**config.mk**
```make
export PLATFORM = sky130hd
export DESIGN_NAME = fma_top
export DESIGN_NICKNAME = d
export VERILOG_FILES = /design/src/rtl/fma_pkg.sv /design/src/rtl/fma_special_case.sv /design/src/rtl/fma_product_align.sv /design/src/rtl/fma_normalize_round.sv /design/src/rtl/fma_result_select.sv /design/src/rtl/fma_top.sv
export SDC_FILE = /design/constraint.sdc
export NUM_CORES = 1
export LEC_CHECK = 0
export BUFFER_PORTS_ARGS = -buffer_cell sky130_fd_sc_hd__buf_2
export CORE_MARGIN = 2
export CORE_UTILIZATION = 35
export CTS_CLUSTER_DIAMETER = 60
export DETAILED_ROUTE_END_ITERATION = 12
export HOLD_SLACK_MARGIN = 0.1
export PLACE_DENSITY_LB_ADDON = 0.1
export SLEW_MARGIN = 20
export SYNTH_ARGS = -nofsm -noshare
export SYNTH_HDL_FRONTEND = slang
export SYNTH_SLANG_ARGS = --single-unit
```
**constraint.sdc**
```tcl
create_clock -name clock -period 14.77 [get_ports clock]
set_input_delay 1.477 -clock clock [delete_from_list [all_inputs] [get_ports clock]]
set_output_delay 1.477 -clock clock [all_outputs]
set_load 0.02 [all_outputs]
```
**src/rtl/fma_pkg.sv**
```systemverilog
package fma_pkg;

   // FP16 word layout
   localparam int FP_W     = 16;
   localparam int EXP_W    = 5;
   localparam int MAN_W    = 10;
   localparam int SIG_W    = MAN_W + 1;
   localparam int PROD_W   = 2 * SIG_W;
   localparam int EXP_BIAS = 15;

   // The working sum is the product frame with five bits of headroom above
   // and one sticky bit below
   localparam int SUM_W  = PROD_W + 6;
   localparam int XEXP_W = 8;

   // Rounding modes in SoftFloat order
   localparam logic [1:0] RM_NEAREST_EVEN = 2'd0;
   localparam logic [1:0] RM_TO_ZERO      = 2'd1;
   localparam logic [1:0] RM_MINUS_INF    = 2'd2;
   localparam logic [1:0] RM_PLUS_INF     = 2'd3;

   // Exception vector bit positions
   localparam int EXC_W         = 4;
   localparam int EXC_INEXACT   = 0;
   localparam int EXC_UNDERFLOW = 1;
   localparam int EXC_OVERFLOW  = 2;
   localparam int EXC_INVALID   = 3;

   localparam logic [FP_W-1:0] QNAN_DEFAULT = 16'hfe00;

   // Magnitude patterns only, the sign bit is concatenated in front where used
   localparam logic [FP_W-2:0] POS_INF    = 15'h7c00;
   localparam logic [FP_W-2:0] MAX_FINITE = 15'h7bff;

   // One FP16 word seen either as a number or as a NaN with quiet bit and payload
   typedef union packed {
      struct packed {
         logic             sign;
         logic [EXP_W-1:0] exp;
         logic [MAN_W-1:0] man;
      } fields;
      struct packed {
         logic             sign;
         logic [EXP_W-1:0] exp;
         logic             quiet;
         logic [MAN_W-2:0] payload;
      } nan;
   } fp16_word_u;

endpackage

```
**src/rtl/fma_special_case.sv**
```systemverilog
module fma_special_case import fma_pkg::*; (
   input  logic            clock,
   input  logic            resetN,
   input  logic            go,
   input  logic [FP_W-1:0] multiplier,
   input  logic [FP_W-1:0] multiplicand,
   input  logic [FP_W-1:0] addend,
   input  logic [1:0]      rounding_mode,
   output logic            use_special,
   output logic [FP_W-1:0] special_result,
   output logic            special_invalid
);

   fp16_word_u mr_q, md_q, ad_q;
   fp16_word_u res;
   fp16_word_u result_w;
   logic [1:0] rmode_q;
   logic       go_q;
   logic       mr_zero, mr_inf, mr_qnan, mr_snan;
   logic       md_zero, md_inf, md_qnan, md_snan;
   logic       ad_zero, ad_inf, ad_qnan, ad_snan;
   logic       prod_sign, prod_inf, zero_times_inf;
   logic       hit, invalid;

   // Subnormals count as zero here
   function automatic logic is_zero(fp16_word_u w);
      return w.fields.exp == '0;
   endfunction

   function automatic logic is_inf(fp16_word_u w);
      return (&w.fields.exp) && (w.fields.man == '0);
   endfunction

   function automatic logic is_qnan(fp16_word_u w);
      return (&w.nan.exp) && w.nan.quiet;
   endfunction

   function automatic logic is_snan(fp16_word_u w);
      return (&w.nan.exp) && !w.nan.quiet && (w.nan.payload != '0);
   endfunction

   always_ff @(posedge clock) begin
      if (go) begin
         mr_q    <= multiplier;
         md_q    <= multiplicand;
         ad_q    <= addend;
         rmode_q <= rounding_mode;
         mr_zero <= is_zero(multiplier);
         mr_inf  <= is_inf(multiplier);
         mr_qnan <= is_qnan(multiplier);
         mr_snan <= is_snan(multiplier);
         md_zero <= is_zero(multiplicand);
         md_inf  <= is_inf(multiplicand);
         md_qnan <= is_qnan(multiplicand);
         md_snan <= is_snan(multiplicand);
         ad_zero <= is_zero(addend);
         ad_inf  <= is_inf(addend);
         ad_qnan <= is_qnan(addend);
         ad_snan <= is_snan(addend);
      end
   end

   // Priority follows the reference order: signalling NaNs, zero times infinity,
   // quiet NaNs, infinite product, infinite addend, then a zero product
   always_comb begin
      prod_sign = mr_q.fields.sign ^ md_q.fields.sign;
      prod_inf = (mr_inf | md_inf) & !(mr_qnan | mr_snan | md_qnan | md_snan);
      zero_times_inf = (mr_zero & md_inf) | (mr_inf & md_zero);
      hit = 1'b1;
      invalid = 1'b0;
      res = ad_q;
      if (ad_snan) begin
         res.nan.quiet = 1'b1;
         invalid = 1'b1;
      end else if (mr_snan) begin
         res = mr_q;
         res.nan.quiet = 1'b1;
         invalid = 1'b1;
      end else if (md_snan) begin
         res = md_q;
         res.nan.quiet = 1'b1;
         invalid = 1'b1;
      end else if (zero_times_inf) begin
         res = QNAN_DEFAULT;
         invalid = 1'b1;
      end else if (mr_qnan) begin
         res = mr_q;
      end else if (md_qnan) begin
         res = md_q;
      end else if (ad_qnan) begin
         res = ad_q;
      end else if (prod_inf && ad_inf && (prod_sign != ad_q.fields.sign)) begin
         // Opposite infinities cancel
         res = QNAN_DEFAULT;
         invalid = 1'b1;
      end else if (prod_inf) begin
         res = {prod_sign, POS_INF};
      end else if (ad_inf) begin
         res = ad_q;
      end else if ((mr_zero | md_zero) & ad_zero) begin
         if (rmode_q == RM_MINUS_INF)
            res = {prod_sign | ad_q.fields.sign, {(FP_W-1){1'b0}}};
         else
            res = {prod_sign & ad_q.fields.sign, {(FP_W-1){1'b0}}};
      end else if (mr_zero | md_zero) begin
         res = ad_q;
      end else begin
         hit = 1'b0;
      end
   end

   always_ff @(posedge clock or negedge resetN) begin
      if (!resetN) begin
         go_q <= 1'b0;
         use_special <= 1'b0;
         special_invalid <= 1'b0;
      end else begin
         go_q <= go;
         if (go_q) begin
            use_special <= hit;
            special_invalid <= invalid;
         end
      end
   end

   always_ff @(posedge clock) begin
      if (go_q)
         special_result <= res;
   end

   assign result_w = special_result;

   a_invalid_gives_nan: assert property (@(posedge clock) disable iff (!resetN)
      special_invalid |-> ((&result_w.fields.exp) && (result_w.fields.man != '0)));

endmodule

```
**src/rtl/fma_product_align.sv**
```systemverilog
module fma_product_align import fma_pkg::*; (
   input  logic                     clock,
   input  logic                     resetN,
   input  logic                     go,
   input  logic [FP_W-1:0]          multiplier,
   input  logic [FP_W-1:0]          multiplicand,
   input  logic [FP_W-1:0]          addend,
   input  logic [1:0]               rounding_mode,
   output logic                     stage_a_valid,
   output logic [PROD_W-1:0]        prod_sig,
   output logic                     prod_sign,
   output logic [SUM_W-1:0]         addend_sig_aligned,
   output logic                     addend_sign,
   output logic signed [XEXP_W-1:0] sum_exp,
   output logic                     sticky_in,
   output logic [1:0]               rmode_a
);

   fp16_word_u               mr_w, md_w, ad_w;
   logic [SIG_W-1:0]         mr_sig, md_sig, ad_sig;
   logic signed [XEXP_W-1:0] mr_exp, md_exp, ad_exp;
   logic signed [XEXP_W-1:0] prod_exp, exp_diff, sum_exp_d;
   logic [XEXP_W-1:0]        prod_shift, ad_shift;
   logic [PROD_W-1:0]        prod_full;
   logic [2*PROD_W-1:0]      prod_ext, ad_ext;
   logic                     prod_larger;

   function automatic logic [SIG_W-1:0] unpack_sig(fp16_word_u w);
      return (w.fields.exp == '0) ? '0 : {1'b1, w.fields.man};
   endfunction

   function automatic logic signed [XEXP_W-1:0] unpack_exp(fp16_word_u w);
      return XEXP_W'(w.fields.exp) - XEXP_W'(EXP_BIAS);
   endfunction

   assign mr_w = multiplier;
   assign md_w = multiplicand;
   assign ad_w = addend;

   // Both terms sit in a 22 bit frame with 20 fraction bits. The addend
   // significand starts one bit below the top of that frame.
   always_comb begin
      mr_sig = unpack_sig(mr_w);
      md_sig = unpack_sig(md_w);
      ad_sig = unpack_sig(ad_w);
      mr_exp = unpack_exp(mr_w);
      md_exp = unpack_exp(md_w);
      ad_exp = unpack_exp(ad_w);
      prod_full = mr_sig * md_sig;
      prod_exp = mr_exp + md_exp;
      exp_diff = prod_exp - ad_exp;
      // A zero addend must never pull the product out of its frame
      prod_larger = (ad_sig == '0) || !exp_diff[XEXP_W-1];
      prod_shift = '0;
      ad_shift = '0;
      if (prod_larger) begin
         sum_exp_d = prod_exp;
         ad_shift = (exp_diff > XEXP_W'(PROD_W)) ? XEXP_W'(PROD_W) : exp_diff;
      end else begin
         sum_exp_d = ad_exp;
         prod_shift = (-exp_diff > XEXP_W'(PROD_W)) ? XEXP_W'(PROD_W) : -exp_diff;
      end
      prod_ext = {prod_full, {PROD_W{1'b0}}} >> prod_shift;
      ad_ext = {1'b0, ad_sig, {(PROD_W-SIG_W-1){1'b0}}, {PROD_W{1'b0}}} >> ad_shift;
   end

   always_ff @(posedge clock or negedge resetN) begin
      if (!resetN)
         stage_a_valid <= 1'b0;
      else
         stage_a_valid <= go;
   end

   // The addend keeps its own sticky bit in the low bit of the working layout
   always_ff @(posedge clock) begin
      if (go) begin
         prod_sig <= prod_ext[2*PROD_W-1 -: PROD_W];
         sticky_in <= |prod_ext[PROD_W-1:0];
         prod_sign <= mr_w.fields.sign ^ md_w.fields.sign;
         addend_sig_aligned <= {{(SUM_W-PROD_W-1){1'b0}},
                                ad_ext[2*PROD_W-1 -: PROD_W], |ad_ext[PROD_W-1:0]};
         addend_sign <= ad_w.fields.sign;
         sum_exp <= sum_exp_d;
         rmode_a <= rounding_mode;
      end
   end

endmodule

```
**src/rtl/fma_normalize_round.sv**
```systemverilog
module fma_normalize_round import fma_pkg::*; (
   input  logic                     clock,
   input  logic                     resetN,
   input  logic                     stage_a_valid,
   input  logic [PROD_W-1:0]        prod_sig,
   input  logic                     prod_sign,
   input  logic [SUM_W-1:0]         addend_sig_aligned,
   input  logic                     addend_sign,
   input  logic signed [XEXP_W-1:0] sum_exp,
   input  logic                     sticky_in,
   input  logic [1:0]               rmode_a,
   output logic                     stage_b_valid,
   output logic [FP_W-1:0]          arith_result,
   output logic [EXC_W-1:0]         arith_exc
);

   logic [SUM_W-1:0]         prod_work, diff, mag, norm;
   logic signed [XEXP_W-1:0] lead_pos, norm_exp, biased_exp;
   logic [MAN_W:0]           rounded;
   logic                     res_sign;
   logic                     guard_bit, round_bit, sticky_bit, lost;
   logic                     inc, ovf_to_inf;
   fp16_word_u               res_w;
   logic [EXC_W-1:0]         exc;

   always_comb begin
      prod_work = {{(SUM_W-PROD_W-1){1'b0}}, prod_sig, sticky_in};
      diff = prod_work - addend_sig_aligned;
      if (prod_sign == addend_sign) begin
         mag = prod_work + addend_sig_aligned;
         res_sign = prod_sign;
      end else if (diff[SUM_W-1]) begin
         // The addend had the larger magnitude
         mag = -diff;
         res_sign = addend_sign;
      end else begin
         mag = diff;
         res_sign = prod_sign;
      end

      lead_pos = '0;
      for (int i = 0; i < SUM_W; i++) begin
         if (mag[i])
            lead_pos = XEXP_W'(i);
      end
      norm = mag << (SUM_W - 1 - lead_pos);
      // Frame bit 20 is the units position, which is bit 21 of the working sum
      norm_exp = sum_exp + lead_pos - XEXP_W'(PROD_W - 1);

      guard_bit = norm[SUM_W-MAN_W-2];
      round_bit = norm[SUM_W-MAN_W-3];
      sticky_bit = |norm[SUM_W-MAN_W-4:0];
      lost = guard_bit | round_bit | sticky_bit;

      case (rmode_a)
         RM_NEAREST_EVEN: begin
            inc = guard_bit & (norm[SUM_W-MAN_W-1] | round_bit | sticky_bit);
            ovf_to_inf = 1'b1;
         end
         RM_TO_ZERO: begin
            inc = 1'b0;
            ovf_to_inf = 1'b0;
         end
         RM_MINUS_INF: begin
            inc = res_sign & lost;
            ovf_to_inf = res_sign;
         end
         RM_PLUS_INF: begin
            inc = !res_sign & lost;
            ovf_to_inf = !res_sign;
         end
      endcase

      // A carry out of the mantissa leaves it all zero and bumps the exponent
      rounded = {1'b0, norm[SUM_W-2 -: MAN_W]} + {{MAN_W{1'b0}}, inc};
      biased_exp = norm_exp + XEXP_W'(EXP_BIAS) + {{(XEXP_W-1){1'b0}}, rounded[MAN_W]};

      res_w.fields.sign = res_sign;
      res_w.fields.exp = biased_exp[EXP_W-1:0];
      res_w.fields.man = rounded[MAN_W-1:0];
      exc = '0;
      exc[EXC_INEXACT] = lost;
      if (mag == '0) begin
         // Exact cancellation is negative only when rounding toward minus infinity
         res_w = '0;
         res_w.fields.sign = (rmode_a == RM_MINUS_INF);
      end else if (biased_exp >= XEXP_W'(2**EXP_W - 1)) begin
         res_w = {res_sign, ovf_to_inf ? POS_INF : MAX_FINITE};
         exc[EXC_OVERFLOW] = 1'b1;
         exc[EXC_INEXACT] = 1'b1;
      end else if (biased_exp[XEXP_W-1] || (biased_exp == '0)) begin
         res_w = {res_sign, {(FP_W-1){1'b0}}};
         exc[EXC_UNDERFLOW] = 1'b1;
         exc[EXC_INEXACT] = 1'b1;
      end
   end

   always_ff @(posedge clock or negedge resetN) begin
      if (!resetN)
         stage_b_valid <= 1'b0;
      else
         stage_b_valid <= stage_a_valid;
   end

   always_ff @(posedge clock) begin
      if (stage_a_valid) begin
         arith_result <= res_w;
         arith_exc <= exc;
      end
   end

   a_rmode_known: assert property (@(posedge clock) disable iff (!resetN)
      stage_a_valid |-> !$isunknown(rmode_a));

endmodule

```
**src/rtl/fma_result_select.sv**
```systemverilog
module fma_result_select import fma_pkg::*; (
   input  logic             clock,
   input  logic             resetN,
   input  logic             stage_b_valid,
   input  logic             use_special,
   input  logic [FP_W-1:0]  special_result,
   input  logic             special_invalid,
   input  logic [FP_W-1:0]  arith_result,
   input  logic [EXC_W-1:0] arith_exc,
   output logic [FP_W-1:0]  result,
   output logic [EXC_W-1:0] exceptions,
   output logic             valid
);

   logic [EXC_W-1:0] special_exc;

   // Special results can only raise invalid
   always_comb begin
      special_exc = '0;
      special_exc[EXC_INVALID] = special_invalid;
   end

   always_ff @(posedge clock or negedge resetN) begin
      if (!resetN) begin
         valid <= 1'b0;
         result <= '0;
         exceptions <= '0;
      end else begin
         valid <= stage_b_valid;
         if (stage_b_valid) begin
            result <= use_special ? special_result : arith_result;
            exceptions <= use_special ? special_exc : arith_exc;
         end
      end
   end

   // Both paths must have loaded their registers by the time valid rises
   a_valid_result_known: assert property (@(posedge clock) disable iff (!resetN)
      valid |-> !$isunknown({result, exceptions}));

   a_no_invalid_overflow: assert property (@(posedge clock) disable iff (!resetN)
      !(exceptions[EXC_INVALID] && exceptions[EXC_OVERFLOW]));

endmodule

```
**src/rtl/fma_top.sv**
```systemverilog
module fma_top import fma_pkg::*; (
   input  logic             clock,
   input  logic             resetN,
   input  logic             go,
   input  logic [FP_W-1:0]  multiplier,
   input  logic [FP_W-1:0]  multiplicand,
   input  logic [FP_W-1:0]  addend,
   input  logic [1:0]       rounding_mode,
   output logic [FP_W-1:0]  result,
   output logic [EXC_W-1:0] exceptions,
   output logic             valid
);

   // Special operand path
   logic                     use_special;
   logic [FP_W-1:0]          special_result;
   logic                     special_invalid;

   // Arithmetic stage A to stage B
   logic                     stage_a_valid;
   logic [PROD_W-1:0]        prod_sig;
   logic                     prod_sign;
   logic [SUM_W-1:0]         addend_sig_aligned;
   logic                     addend_sign;
   logic signed [XEXP_W-1:0] sum_exp;
   logic                     sticky_in;
   logic [1:0]               rmode_a;

   // Arithmetic stage B to the selector
   logic                     stage_b_valid;
   logic [FP_W-1:0]          arith_result;
   logic [EXC_W-1:0]         arith_exc;

   fma_special_case special_i (.*);

   fma_product_align align_i (.*);

   fma_normalize_round round_i (.*);

   fma_result_select select_i (.*);

endmodule

```
* After elaboration in Yosys (flattened, before gate mapping)
Index checks and enable logic that the tools add are counted.
Widths: inputs -> output; s select.
** Storage, ports and cells
- Word-level logic and storage cells :: 211
- Input bits :: 53
- Output and inout bits :: 21
- Register bits :: 178
** Operators by class
- Multipliers :: 1
- Equality and inequality tests :: 5
- Bitwise gates (word level) :: 21
- Magnitude comparators :: 3
- Reduce and logical (&&, ||, !) cells :: 43
- Add/subtract/negate cells :: 15
- Muxes and demuxes :: 84
- Shifts and indexed selects :: 3
** Operator list (number)
- $mux 16 :: 13
- $mux 5 :: 12
- $mux 28 :: 2
- $mux 11 :: 4
- $reduce_or 22->1 :: 2
- $shr 43x8->44 :: 1
- $shr 44x8->44 :: 1
- $mux 8 :: 5
- $mux 4 :: 9
- $shl 28x32->27 :: 1
- $logic_not 10->1 :: 3
- $mux 15 :: 2
- $logic_not 28->1 :: 1
- $neg 28->28 :: 1
- $reduce_bool 9->1 :: 3
- $mux 1 :: 26
- $add 23x23->24 :: 1
- $sub 23x23->24 :: 1
- $mul 11x11->22 :: 1
- $sub 5x4->6 const B :: 3
- $gt 8x6->1 const B :: 2
- $logic_not 5->1 :: 3
- $reduce_and 5->1 :: 3
- $reduce_or 15->1 :: 1
- 30 further kinds :: 74

* Longest topological paths before layout
Gate-level depths: netlist (run 1).
- Depth after elaboration :: 44
- Mapped depth :: 51
- Mapped depth without buffers :: 46

* Modules after synthesis
A second synthesis (run 1) with hierarchy kept.
** Second synthesis, totals
- Cell total of the unflattened synthesis :: 2668
- Area total of the unflattened synthesis :: 22605.4 um^2
** Modules (own cells, without submodules)
- fma_product_align :: seq. area each 1706.6 um^2, cells an instance 1123, times used 1, area each 9619.2 um^2
- fma_normalize_round :: seq. area each 595.6 um^2, cells an instance 1188, times used 1, area each 8475.6 um^2
- fma_special_case :: seq. area each 2417.3 um^2, cells an instance 270, times used 1, area each 3575.9 um^2
- fma_result_select :: seq. area each 525.5 um^2, cells an instance 87, times used 1, area each 934.6 um^2

* Worst setup path after synthesis (run 1)
No wires, ideal clock.
- Path type :: reg-to-reg
- Start :: register align_i.addend_sig_aligned[0]
- End :: register round_i.arith_result[8], data pin
- Path buffers :: 5
- Stages on the path, launching flop included :: 46
- Required time :: 14511 ps
- Arrival time :: 9386 ps
- Slack :: 5125 ps
- Period minus slack after synthesis :: 9645 ps
- Setup time :: 259 ps
- Cells stage by stage :: edfxtp_1 -> ha_1 -> fa_1 -> nand2b_1 -> a21oi_1 -> o211a_2 -> nor2_1 -> or3b_1 -> clkbuf_1 -> nor3_1 -> a211oi_1 -> nor4b_2 -> o211ai_1 -> a211oi_2 -> nor2_2 -> inv_2 -> clkbuf_1 -> ha_1 -> [... 10 more ...] -> nor4_1 -> fa_1 -> ha_1 -> fa_1 -> a21oi_1 -> nor2b_1 -> nor2_1 -> nor2_1 -> nor3_1 -> a31oi_1 -> o21ai_0 -> nor2b_1 -> a41oi_1 -> and2_1 -> nand2b_1 -> buf_1 -> nor2_1 -> a211o_1
** Between the ends
- Word-level cells in the longest chain between the ends :: 43
- Elaborated cells on any way between the ends :: 59
- Those cells by class :: add/sub: 9; order compare: 1; shift: 1; mux: 36; bitwise: 7; reduce/logical: 5
** Ends and longest elaborated chain
- from (decl) :: line fma_product_align.sv:12 : output logic [SUM_W-1:0] addend_sig_aligned,
- from (signal assigned) :: line fma_product_align.sv:80 : addend_sig_aligned <= {{(SUM_W-PROD_W-1){1'b0}},
- branches (longest 43 deep; another with $neg 28->28)
- to (signal assigned) :: line fma_normalize_round.sv:107 : arith_result <= res_w;
- to (decl) :: line fma_normalize_round.sv:13 : output logic [FP_W-1:0] arith_result,
Parallel ways; which one is timed is not known.
A chain may end at the register's enable or synchronous reset.

* Final worst setup path (run 1)
Ends and elaborated chain as after synthesis.

==> impl_metrics.toml, run 1 <==
[setup_path]
crit_arrival_ns = 11.73
cp_max_fo = 24
critPathSlowestCell = "ha_1"
crit_family = "simple AND/OR/NAND/NOR gates"
crit_path_frequent_cell = "ha_1"
cpPeakStageDelay_ns = 0.75
cp.required_ns = 14.99
startpoint_type = "register"
worstSetupEndpointType = "register"
crit_type = "reg -> reg"
cp_num_buf_inv = 3

[sta]
hold_ws_ns = 0.486
fmax_mhz = 87.0
finalClockSkew_ns = 0.0161
slew_headroom = 0.299
tns_ns = 0
period_share = 0.779
worst_slew_pin_slew_ns = 1.05
rsz0062_at_grt = "no"
setup_violations = 0
slew_viol_final = 0
period_minus_slack_ns = 11.50
hold_viol = 0

[cts]
cts_made_buffers = 17
hold_buffers = 0
htreeDepth = 4
cts_tree = "done"
ctsResizeCount = 0
clk_pin_slew_ns = 0.08
clock_latency_ns = 0.47
root_buffer = "clkbuf_16"
cts_setup_buffers = 0
cts_sinks = 176
cts_buffer_depth = 2

[hold_path]
min_path_type = "reg -> reg"

[floorplan]
die_area_um2 = 61200
core_um2 = 58800
start_util = 0.353
ios = 74
die_h_um = 247
fp-row-count = 89
die_x_um = 247

[drt]
viasPerCell = 5.70
dr.pass1.iters = 5
dr_total_vias = 18400
routedWlPerCell_um = 20.7
drc = 0
drt-total-wl_mm = 66.8
ant_nets = 0
drt-initial-drc-count = 1532

[flow_run]
max-cap-violations = 0

[yosys]
synthFlopType = "edfxtp_1"
synthCells = 2471
synth_seq_cells = 176
yosysWarningCount = 0
yosys-top-cells-area = "edfxtp_1 22%, ha_1 8.7%, fa_1 8.3%"
async_reset_ff_frac = 0.142
netlist.area_leader.share = 0.219
avgSynthCellArea_um2 = 8.39
syn-num-nets = 2754
yosysTopAreaCell = "edfxtp_1"
synthDistinctLibCells = 107
yosysSeqAreaShare = 0.249
synth_most_common_cell = "nor2_1"
synth-edff-count = 151
netlist_area_um2 = 20700
ys_top_cells_by_count = "218 x nor2_1, 202 x nand2_1, 195 x inv_1"

[layout]
area_growth_pct = 7.88
drive_gt1_frac = 0.0850
fin_nets = 2729
fin_area_um2 = 22400

[global_route]
grt_max_degree = 85
antenna_found_initial = 7
overflow = 0
grtUsageTotal = 0.218
grt_pass1_wl_mm = 103
grt_pass1_vias = 17600

[outcome]
status = "completed"

[placement]
gp_congestion = 0.903
detailed_place_hpwl_mm = 52.3
placed_cell_area_um2 = 21700
io_buffer_count = 73
-- cells by family after synthesis --
logic type | synth area share
compound gates | 0.216
xor+xnor | 0.0321
fa+ha+maj | 0.170
buf+inv | 0.0651
flops | 0.249
mux | 0.0541
simple gates | 0.214
-- layer usage --
metal / part of all wire / vias to the layer above / track usage / routed length, µm
met2: 0.48 / 428 / 0.365 / 32100
met1: 0.46 / 8956 / 0.300 / 30900
li1: - / 8982 / - / -
met3: 0.040 / 66 / 0.0262 / 2690
met5: 0.0010 / - / 0 / 68
met4: 0.015 / 10 / 0.0474 / 985
-- final timing paths --
path / from / end / slack, ns / cells past startpoint
max in group asynchronous: resetN / round_i.stage_b_valid$_DFF_PN0_ / 13.37 / 1
hold / removal: round_i.arith_exc[2]$_SDFFCE_PP0P_ / select_i.exceptions[2]$_DFFE_PN0P_ / 0.49 / 2
setup reg to reg: align_i.addend_sig_aligned[0]$_DFFE_PP_ / round_i.arith_result[8]$_SDFFCE_PP0P_ / 3.27 / 43
min in group asynchronous: resetN / select_i.exceptions[0]$_DFFE_PN0P_ / 0.99 / 1
setup / recovery: align_i.addend_sig_aligned[0]$_DFFE_PP_ / round_i.arith_result[8]$_SDFFCE_PP0P_ / 3.27 / 43
hold reg to reg: round_i.arith_exc[2]$_SDFFCE_PP0P_ / select_i.exceptions[2]$_DFFE_PN0P_ / 0.49 / 2
-- state kept, by name, indices dropped and copies added, names as in the netlist, 2 cells and up --
register	cells
special_i.ad_q	16
special_i.special_result	16
align_i.rmode_a	2
align_i.prod_sig	22
special_i.md_q	16
select_i.exceptions	4
round_i.arith_exc	3
select_i.result	16
align_i.addend_sig_aligned	22
align_i.sum_exp	8
round_i.arith_result	16
special_i.mr_q	16
-- worst register-to-register path: cells and delay by family, from the launching register on --
family / cells / cell delay (ns)
buffers and inverters: 3 / 0.88
AND/OR/NAND/NOR: 19 / 3.79
XOR/XNOR: 1 / 0.26
AO/OA/AOI/OAI: 12 / 2.94
adder cells (fa/ha/maj): 8 / 3.01
flip-flops: 1 / 0.40
-- placed cells by master (no fill, tap or decap), drive strengths merged, types with 23 or more instances in the layout --
| master | Yosys | layout |
|---|---|---|
| buf | 32 | 98 |
| nor2b | 25 | 25 |
| o21ai | 149 | 149 |
| ha | 144 | 144 |
| a211oi | 47 | 47 |
| a221oi | 23 | 23 |
| nor2 | 219 | 219 |
| edfxtp | 151 | 151 |
| a22oi | 26 | 26 |
| fa | 86 | 86 |
| xor2 | 28 | 28 |
| nor3 | 68 | 68 |
| and3 | 69 | 69 |
| o211ai | 34 | 34 |
| nand4 | 24 | 24 |
| nand2b | 24 | 24 |
| a31oi | 25 | 25 |
| mux2i | 82 | 82 |
| dfrtp | 25 | 25 |
| nor4 | 31 | 31 |
| xnor2 | 48 | 48 |
| nand3 | 89 | 89 |
| nand2 | 202 | 202 |
| a21o | 30 | 30 |
| a21oi | 154 | 154 |
| and2 | 46 | 46 |
| inv | 197 | 205 |
-- metrics by stage --
step	instances	setup WS (ns)	utilization
6_report	3233	3.27	0.380
3_5_place_dp	3199	3.36	0.369
5_1_grt	3233	2.07	0.380
3_3_place_gp	3199	3.57	0.369
2_1_floorplan	2471	5.12	-
4_1_cts	3231	3.33	0.380
-- final cells by class --
class                           count  area, µm²
Antenna cell                        1       2.50
Clock buffer                       18        450
Clock inverter                     14        175
Fill cell                        6027      36400
Inverter                          198        756
Multi-Input combinational cell   1955      14300
Sequential cell                   176       5160
Tap cell                          773        967
Timing Repair Buffer               98        563
Power of run 1 is left out: the tool's default activity adds up to more than one toggle a clock period on the data nets, which glitch-free logic cannot reach.
==> inputs of run 2 (changes only) <==
==> constraint.sdc (replaced) <==
create_clock -name clock -period 11.35 [get_ports clock]
set_input_delay 1.135 -clock clock [delete_from_list [all_inputs] [get_ports clock]]
set_output_delay 1.135 -clock clock [all_outputs]
set_load 0.02 [all_outputs]
==> run 2 against run 1 <==
First-iteration DRC count shrank 5.8%. Flip-flop and latch count unchanged. Global-route usage increased by 0.54 points. Setup slack got worse by 2.5 ns. Largest cell class unchanged. Die area stayed put.
==> impl_metrics.toml, run 2 (synthesized netlist as in run 1, its figures left out) <==
[setup_path]
startpoint_type = "register"
critPathSlowestCell = "ha_1"
cp_max_fo = 18
worstSetupEndpointType = "register"
crit_family = "compound AO/OA/AOI/OAI gates"
cp_num_buf_inv = 1
crit_arrival_ns = 10.84
crit_type = "reg -> reg"
crit_path_frequent_cell = "ha_1"
cp.required_ns = 11.58
cpPeakStageDelay_ns = 0.69

[layout]
multi_input_area_um2 = 14500
seqCellArea_um2 = 5160
final_common_cell = "nor2_1"
area_growth_pct = 9.69
mostFrequentLayoutCells = "217 x nor2_1, 202 x nand2_1, 195 x inv_1"
fillers = 6105
top_regs = "align_i.addend_sig_aligned: 22 flops, align_i.prod_sig: 22 flops"
drive_gt1_frac = 0.104
fin_nets = 2754

[sta]
finalClockSkew_ns = 0.0173
worst_slew_pin_slew_ns = 1.05
slew_viol_final = 0
fmax_mhz = 94.2
period_share = 0.935
period_minus_slack_ns = 10.61
setup_violations = 0
hold_ws_ns = 0.498
hold_viol = 0
slew_headroom = 0.294

[floorplan]
die_h_um = 247
start_util = 0.353
fp-row-count = 89
die_area_um2 = 61200
core_um2 = 58800
ios = 74
die_x_um = 247

[cts]
cts_made_buffers = 17
cts_tree = "done"
hold_buffers = 0
htreeDepth = 4
cts_buffer_depth = 2
clock_latency_ns = 0.48
cts_sinks = 176
root_buffer = "clkbuf_16"
clk_pin_slew_ns = 0.08

[drt]
drt-total-wl_mm = 67.6
drc = 0
dr_total_vias = 18600
ant_nets = 0
routedWlPerCell_um = 20.7
drt-initial-drc-count = 1443
dr.pass1.iters = 6
viasPerCell = 5.71

[global_route]
grt_max_degree = 81
overflow = 0
grtUsageTotal = 0.223
antenna_found_initial = 10
grt_pass1_wl_mm = 106
grt_pass1_vias = 18100

[placement]
io_buffer_count = 73
gp_congestion = 0.888
detailed_place_hpwl_mm = 53.4

[outcome]
status = "completed"

[flow_run]
max-cap-violations = 0

[hold_path]
min_path_type = "reg -> reg"
## run 2: cell types whose count changed in the layout (fill, tap and decap cells not counted), moves of 3 or more
cell     delta
buf_4      +25
mux2i_1     -4
mux2i_2     +4
nor4_1      -4
nor4_2      +3
## run 2: worst paths after layout
path,cells after the start,endpoint,slack [ns],from
worst max-delay path,39,round_i.arith_result[8]$_SDFFCE_PP0P_,0.74,align_i.prod_sig[10]$_SDFFCE_PP0P_
worst min-delay path,2,select_i.exceptions[2]$_DFFE_PN0P_,0.50,round_i.arith_exc[2]$_SDFFCE_PP0P_
worst max register to register,39,round_i.arith_result[8]$_SDFFCE_PP0P_,0.74,align_i.prod_sig[10]$_SDFFCE_PP0P_
worst min register to register,2,select_i.exceptions[2]$_DFFE_PN0P_,0.50,round_i.arith_exc[2]$_SDFFCE_PP0P_
max in group asynchronous,1,round_i.stage_b_valid$_DFF_PN0_,10.29,resetN
min in group asynchronous,1,select_i.exceptions[2]$_DFFE_PN0P_,0.65,resetN
## run 2: area by class of cell
class	count	area share
repair buffers	123	0.0336
clock buffers	20	0.0215
diodes	2	0.000220
inverters	198	0.0332
well taps	773	0.0425
clock inverters	12	0.00583
flip-flops and latches	176	0.227
multi-input cells	1955	0.636
## run 2: what timing repair did
item                                    in CTS  in global routing
buffers inserted                             0                  5
endpoints found under the setup margin       0                 16
resized for setup                            0                 33
## run 2: layer usage
layer,wire (µm),part of all wire,global-route usage
met1,30800,0.46,0.307
met2,31700,0.47,0.361
met3,3660,0.054,0.0390
met4,1350,0.020,0.0583
met5,82,0.0012,0
## run 2: metrics by stage
stage	cells	instance area (µm²)	setup slack, ns	setup TNS [ns]	util
5_1_grt	3259	22700	-0.0610	-0.0610	0.387
3_5_place_dp	3219	21900	0.472	0	0.372
6_report	3259	22700	0.739	0	0.387
3_3_place_gp	3219	21900	0.604	0	0.372
2_1_floorplan	2471	20700	1.70	0	-
4_1_cts	3251	22500	0.456	0	0.383
## run 2: worst min-delay path, cell delays in order, from the launching register on
cell      delay, ns
edfxtp_1       0.33
nand3b_1       0.07
o21ai_0        0.07
Power of run 2 is left out for the same reason.
==> inputs of run 3 (changes only) <==
--- a/config.mk
+++ b/config.mk
@@ -7,7 +7,7 @@
 export LEC_CHECK = 0
 export BUFFER_PORTS_ARGS = -buffer_cell sky130_fd_sc_hd__buf_2
 export CORE_MARGIN = 2
-export CORE_UTILIZATION = 35
+export CORE_UTILIZATION = 45
 export CTS_CLUSTER_DIAMETER = 60
 export DETAILED_ROUTE_END_ITERATION = 12
 export HOLD_SLACK_MARGIN = 0.1
==> run 3 against run 2 <==
Worst hold slack got worse by 0.0064 ns. Flip-flop and latch count is the same. Non-clock buffer count fell by 6. Critical endpoint is now round_i.arith_result[7]$_SDFFCE_PP0P_. Global-route usage rose by 4.3 points. Count of clock-buffer cells in the layout is the same. Die area fell by 22%. Maximum frequency grew 0.61%. Sequential share of layout area is 0.37 points higher. Routed wire length fell by 5.6%. Core utilization up 11 points. Cell count down 5.6%. Setup slack improved by 0.064 ns.
==> impl_metrics.toml, run 3 (synthesized netlist as in run 1, its figures left out) <==
[outcome]
status = "completed"

[cts]
htreeDepth = 4
clk_pin_slew_ns = 0.07
cts_made_buffers = 17
cts_setup_buffers = 0
cts_sinks = 176
root_buffer = "clkbuf_16"
cts_buffer_depth = 2
clock_latency_ns = 0.47
cts_tree = "done"

[floorplan]
die_h_um = 219
start_util = 0.457
core_um2 = 45400
ios = 74
die_area_um2 = 47800
die_x_um = 219
fp-row-count = 78

[setup_path]
startpoint = "align_i.addend_sig_aligned[0]$_DFFE_PP_"
r2r_cells = 42
critPathSlowestCell = "or3_1"
reg2reg_slack_ns = 0.80
crit_type = "reg -> reg"
startpoint_type = "register"
crit_arrival_ns = 10.89
cpPeakStageDelay_ns = 0.52
r2r-start = "align_i.addend_sig_aligned[0]$_DFFE_PP_"
crit_path_frequent_cell = "ha_1"
cp.required_ns = 11.69
r2r_end = "round_i.arith_result[7]$_SDFFCE_PP0P_"
worstSetupEndpoint = "round_i.arith_result[7]$_SDFFCE_PP0P_"
cp_max_fo = 17
worstSetupEndpointType = "register"

[sta]
period_minus_slack_ns = 10.55
finalClockSkew_ns = 0.0119
tns_ns = 0
fmax_mhz = 94.8
setup_violations = 0
rsz0062_at_grt = "no"
hold_viol = 0
worst_slew_pin_slew_ns = 1.06
period_share = 0.929
slew_headroom = 0.289
slew_viol_final = 0

[global_route]
overflow = 0
grtUsageTotal = 0.266
antenna_found_initial = 3
grt_pass1_wl_mm = 99.3
grt_max_degree = 64
grt_pass1_vias = 17500

[drt]
drc = 0
drt-initial-drc-count = 1754
drt-total-wl_mm = 63.7
dr_total_vias = 18900
viasPerCell = 6.13
ant_nets = 0
dr.pass1.iters = 6
routedWlPerCell_um = 20.7

[layout]
utilization = 0.493
fin_nets = 2748
mostFrequentLayoutCells = "217 x nor2_1, 202 x nand2_1, 195 x inv_1"
final_common_cell = "nor2_1"
diodes = 0
area_growth_pct = 7.92
top_regs = "align_i.addend_sig_aligned: 22 flops, align_i.prod_sig: 22 flops"
drive_gt1_frac = 0.0989

[placement]
gp_congestion = 0.923
detailed_place_hpwl_mm = 50.7
io_buffer_count = 73

[flow_run]
max-cap-violations = 0

[hold_path]
min_path_type = "reg -> reg"
==> run 3: cell count changes in the layout (fill, tap and decap cells not counted), moves of 2 or more <==
cell | previous run | this run
buf_4 | 50 | 45
clkinv_8 | 5 | 2
inv_8 | 2 | 5
mux2i_1 | 76 | 79
mux2i_2 | 6 | 3
diode_2 | 2 | 0
==> run 3: worst max-delay path: cells and delay by family, from the launching register on <==
kind / cells / cell delay [ns]
adder cells (fa/ha/maj): 7 / 2.26
AO/OA/AOI/OAI: 14 / 3.78
XOR/XNOR: 1 / 0.19
buffers and inverters: 1 / 0.18
AND/OR/NAND/NOR: 18 / 3.40
multiplexers: 1 / 0.22
flip-flops: 1 / 0.41
==> run 3: cell type report <==
type / instances / area (µm²)
Inverter: 198 / 756
Fill cell: 4350 / 23000
Tap cell: 600 / 751
Clock buffer: 20 / 489
Timing Repair Buffer: 117 / 698
Multi-Input combinational cell: 1955 / 14400
Clock inverter: 12 / 121
Sequential cell: 176 / 5160
==> run 3: what timing repair did <==
item	in CTS	in global routing
endpoints found under the setup margin	0	15
hold buffers	0	0
resized for setup	0	21
endpoints found under the hold margin	0	0
==> run 3: per-stage QoR <==
stage	setup slack [ns]	hold WS, ns	instance area, µm²	instances
after floorplan	1.70	0.406	20700	2471
after global placement	0.582	0.471	21700	3046
after detailed placement	0.433	0.475	21700	3046
after CTS	0.398	0.495	22300	3078
after global routing	0.00610	0.525	22400	3078
final	0.803	0.491	22400	3078
==> run 3: how the worst min path moves through the flow <==
stage	from	endpoint	slack (ns)	cells after the start
3_3_place_gp	round_i.arith_exc[1]$_SDFFCE_PP0P_	select_i.exceptions[1]$_DFFE_PN0P_	0.47	2
3_5_place_dp	round_i.arith_exc[1]$_SDFFCE_PP0P_	select_i.exceptions[1]$_DFFE_PN0P_	0.48	2
4_1_cts	round_i.arith_exc[1]$_SDFFCE_PP0P_	select_i.exceptions[1]$_DFFE_PN0P_	0.50	2
2_1_floorplan	round_i.stage_b_valid$_DFF_PN0_	select_i.valid$_DFF_PN0_	0.41	0
5_1_grt	round_i.arith_exc[1]$_SDFFCE_PP0P_	select_i.exceptions[1]$_DFFE_PN0P_	0.52	2
6_report	round_i.arith_exc[1]$_SDFFCE_PP0P_	select_i.exceptions[1]$_DFFE_PN0P_	0.49	2
==> run 3: per-layer routing <==
| layer | GRT usage | vias up | wire (µm) |
|---|---|---|---|
| met5 | 0 | - | 41 |
| met4 | 0.0698 | 6 | 1270 |
| met3 | 0.0372 | 84 | 3820 |
| met2 | 0.416 | 603 | 29000 |
| met1 | 0.385 | 9147 | 29600 |
| li1 | - | 9023 | - |
Power of run 3 is left out for the same reason.
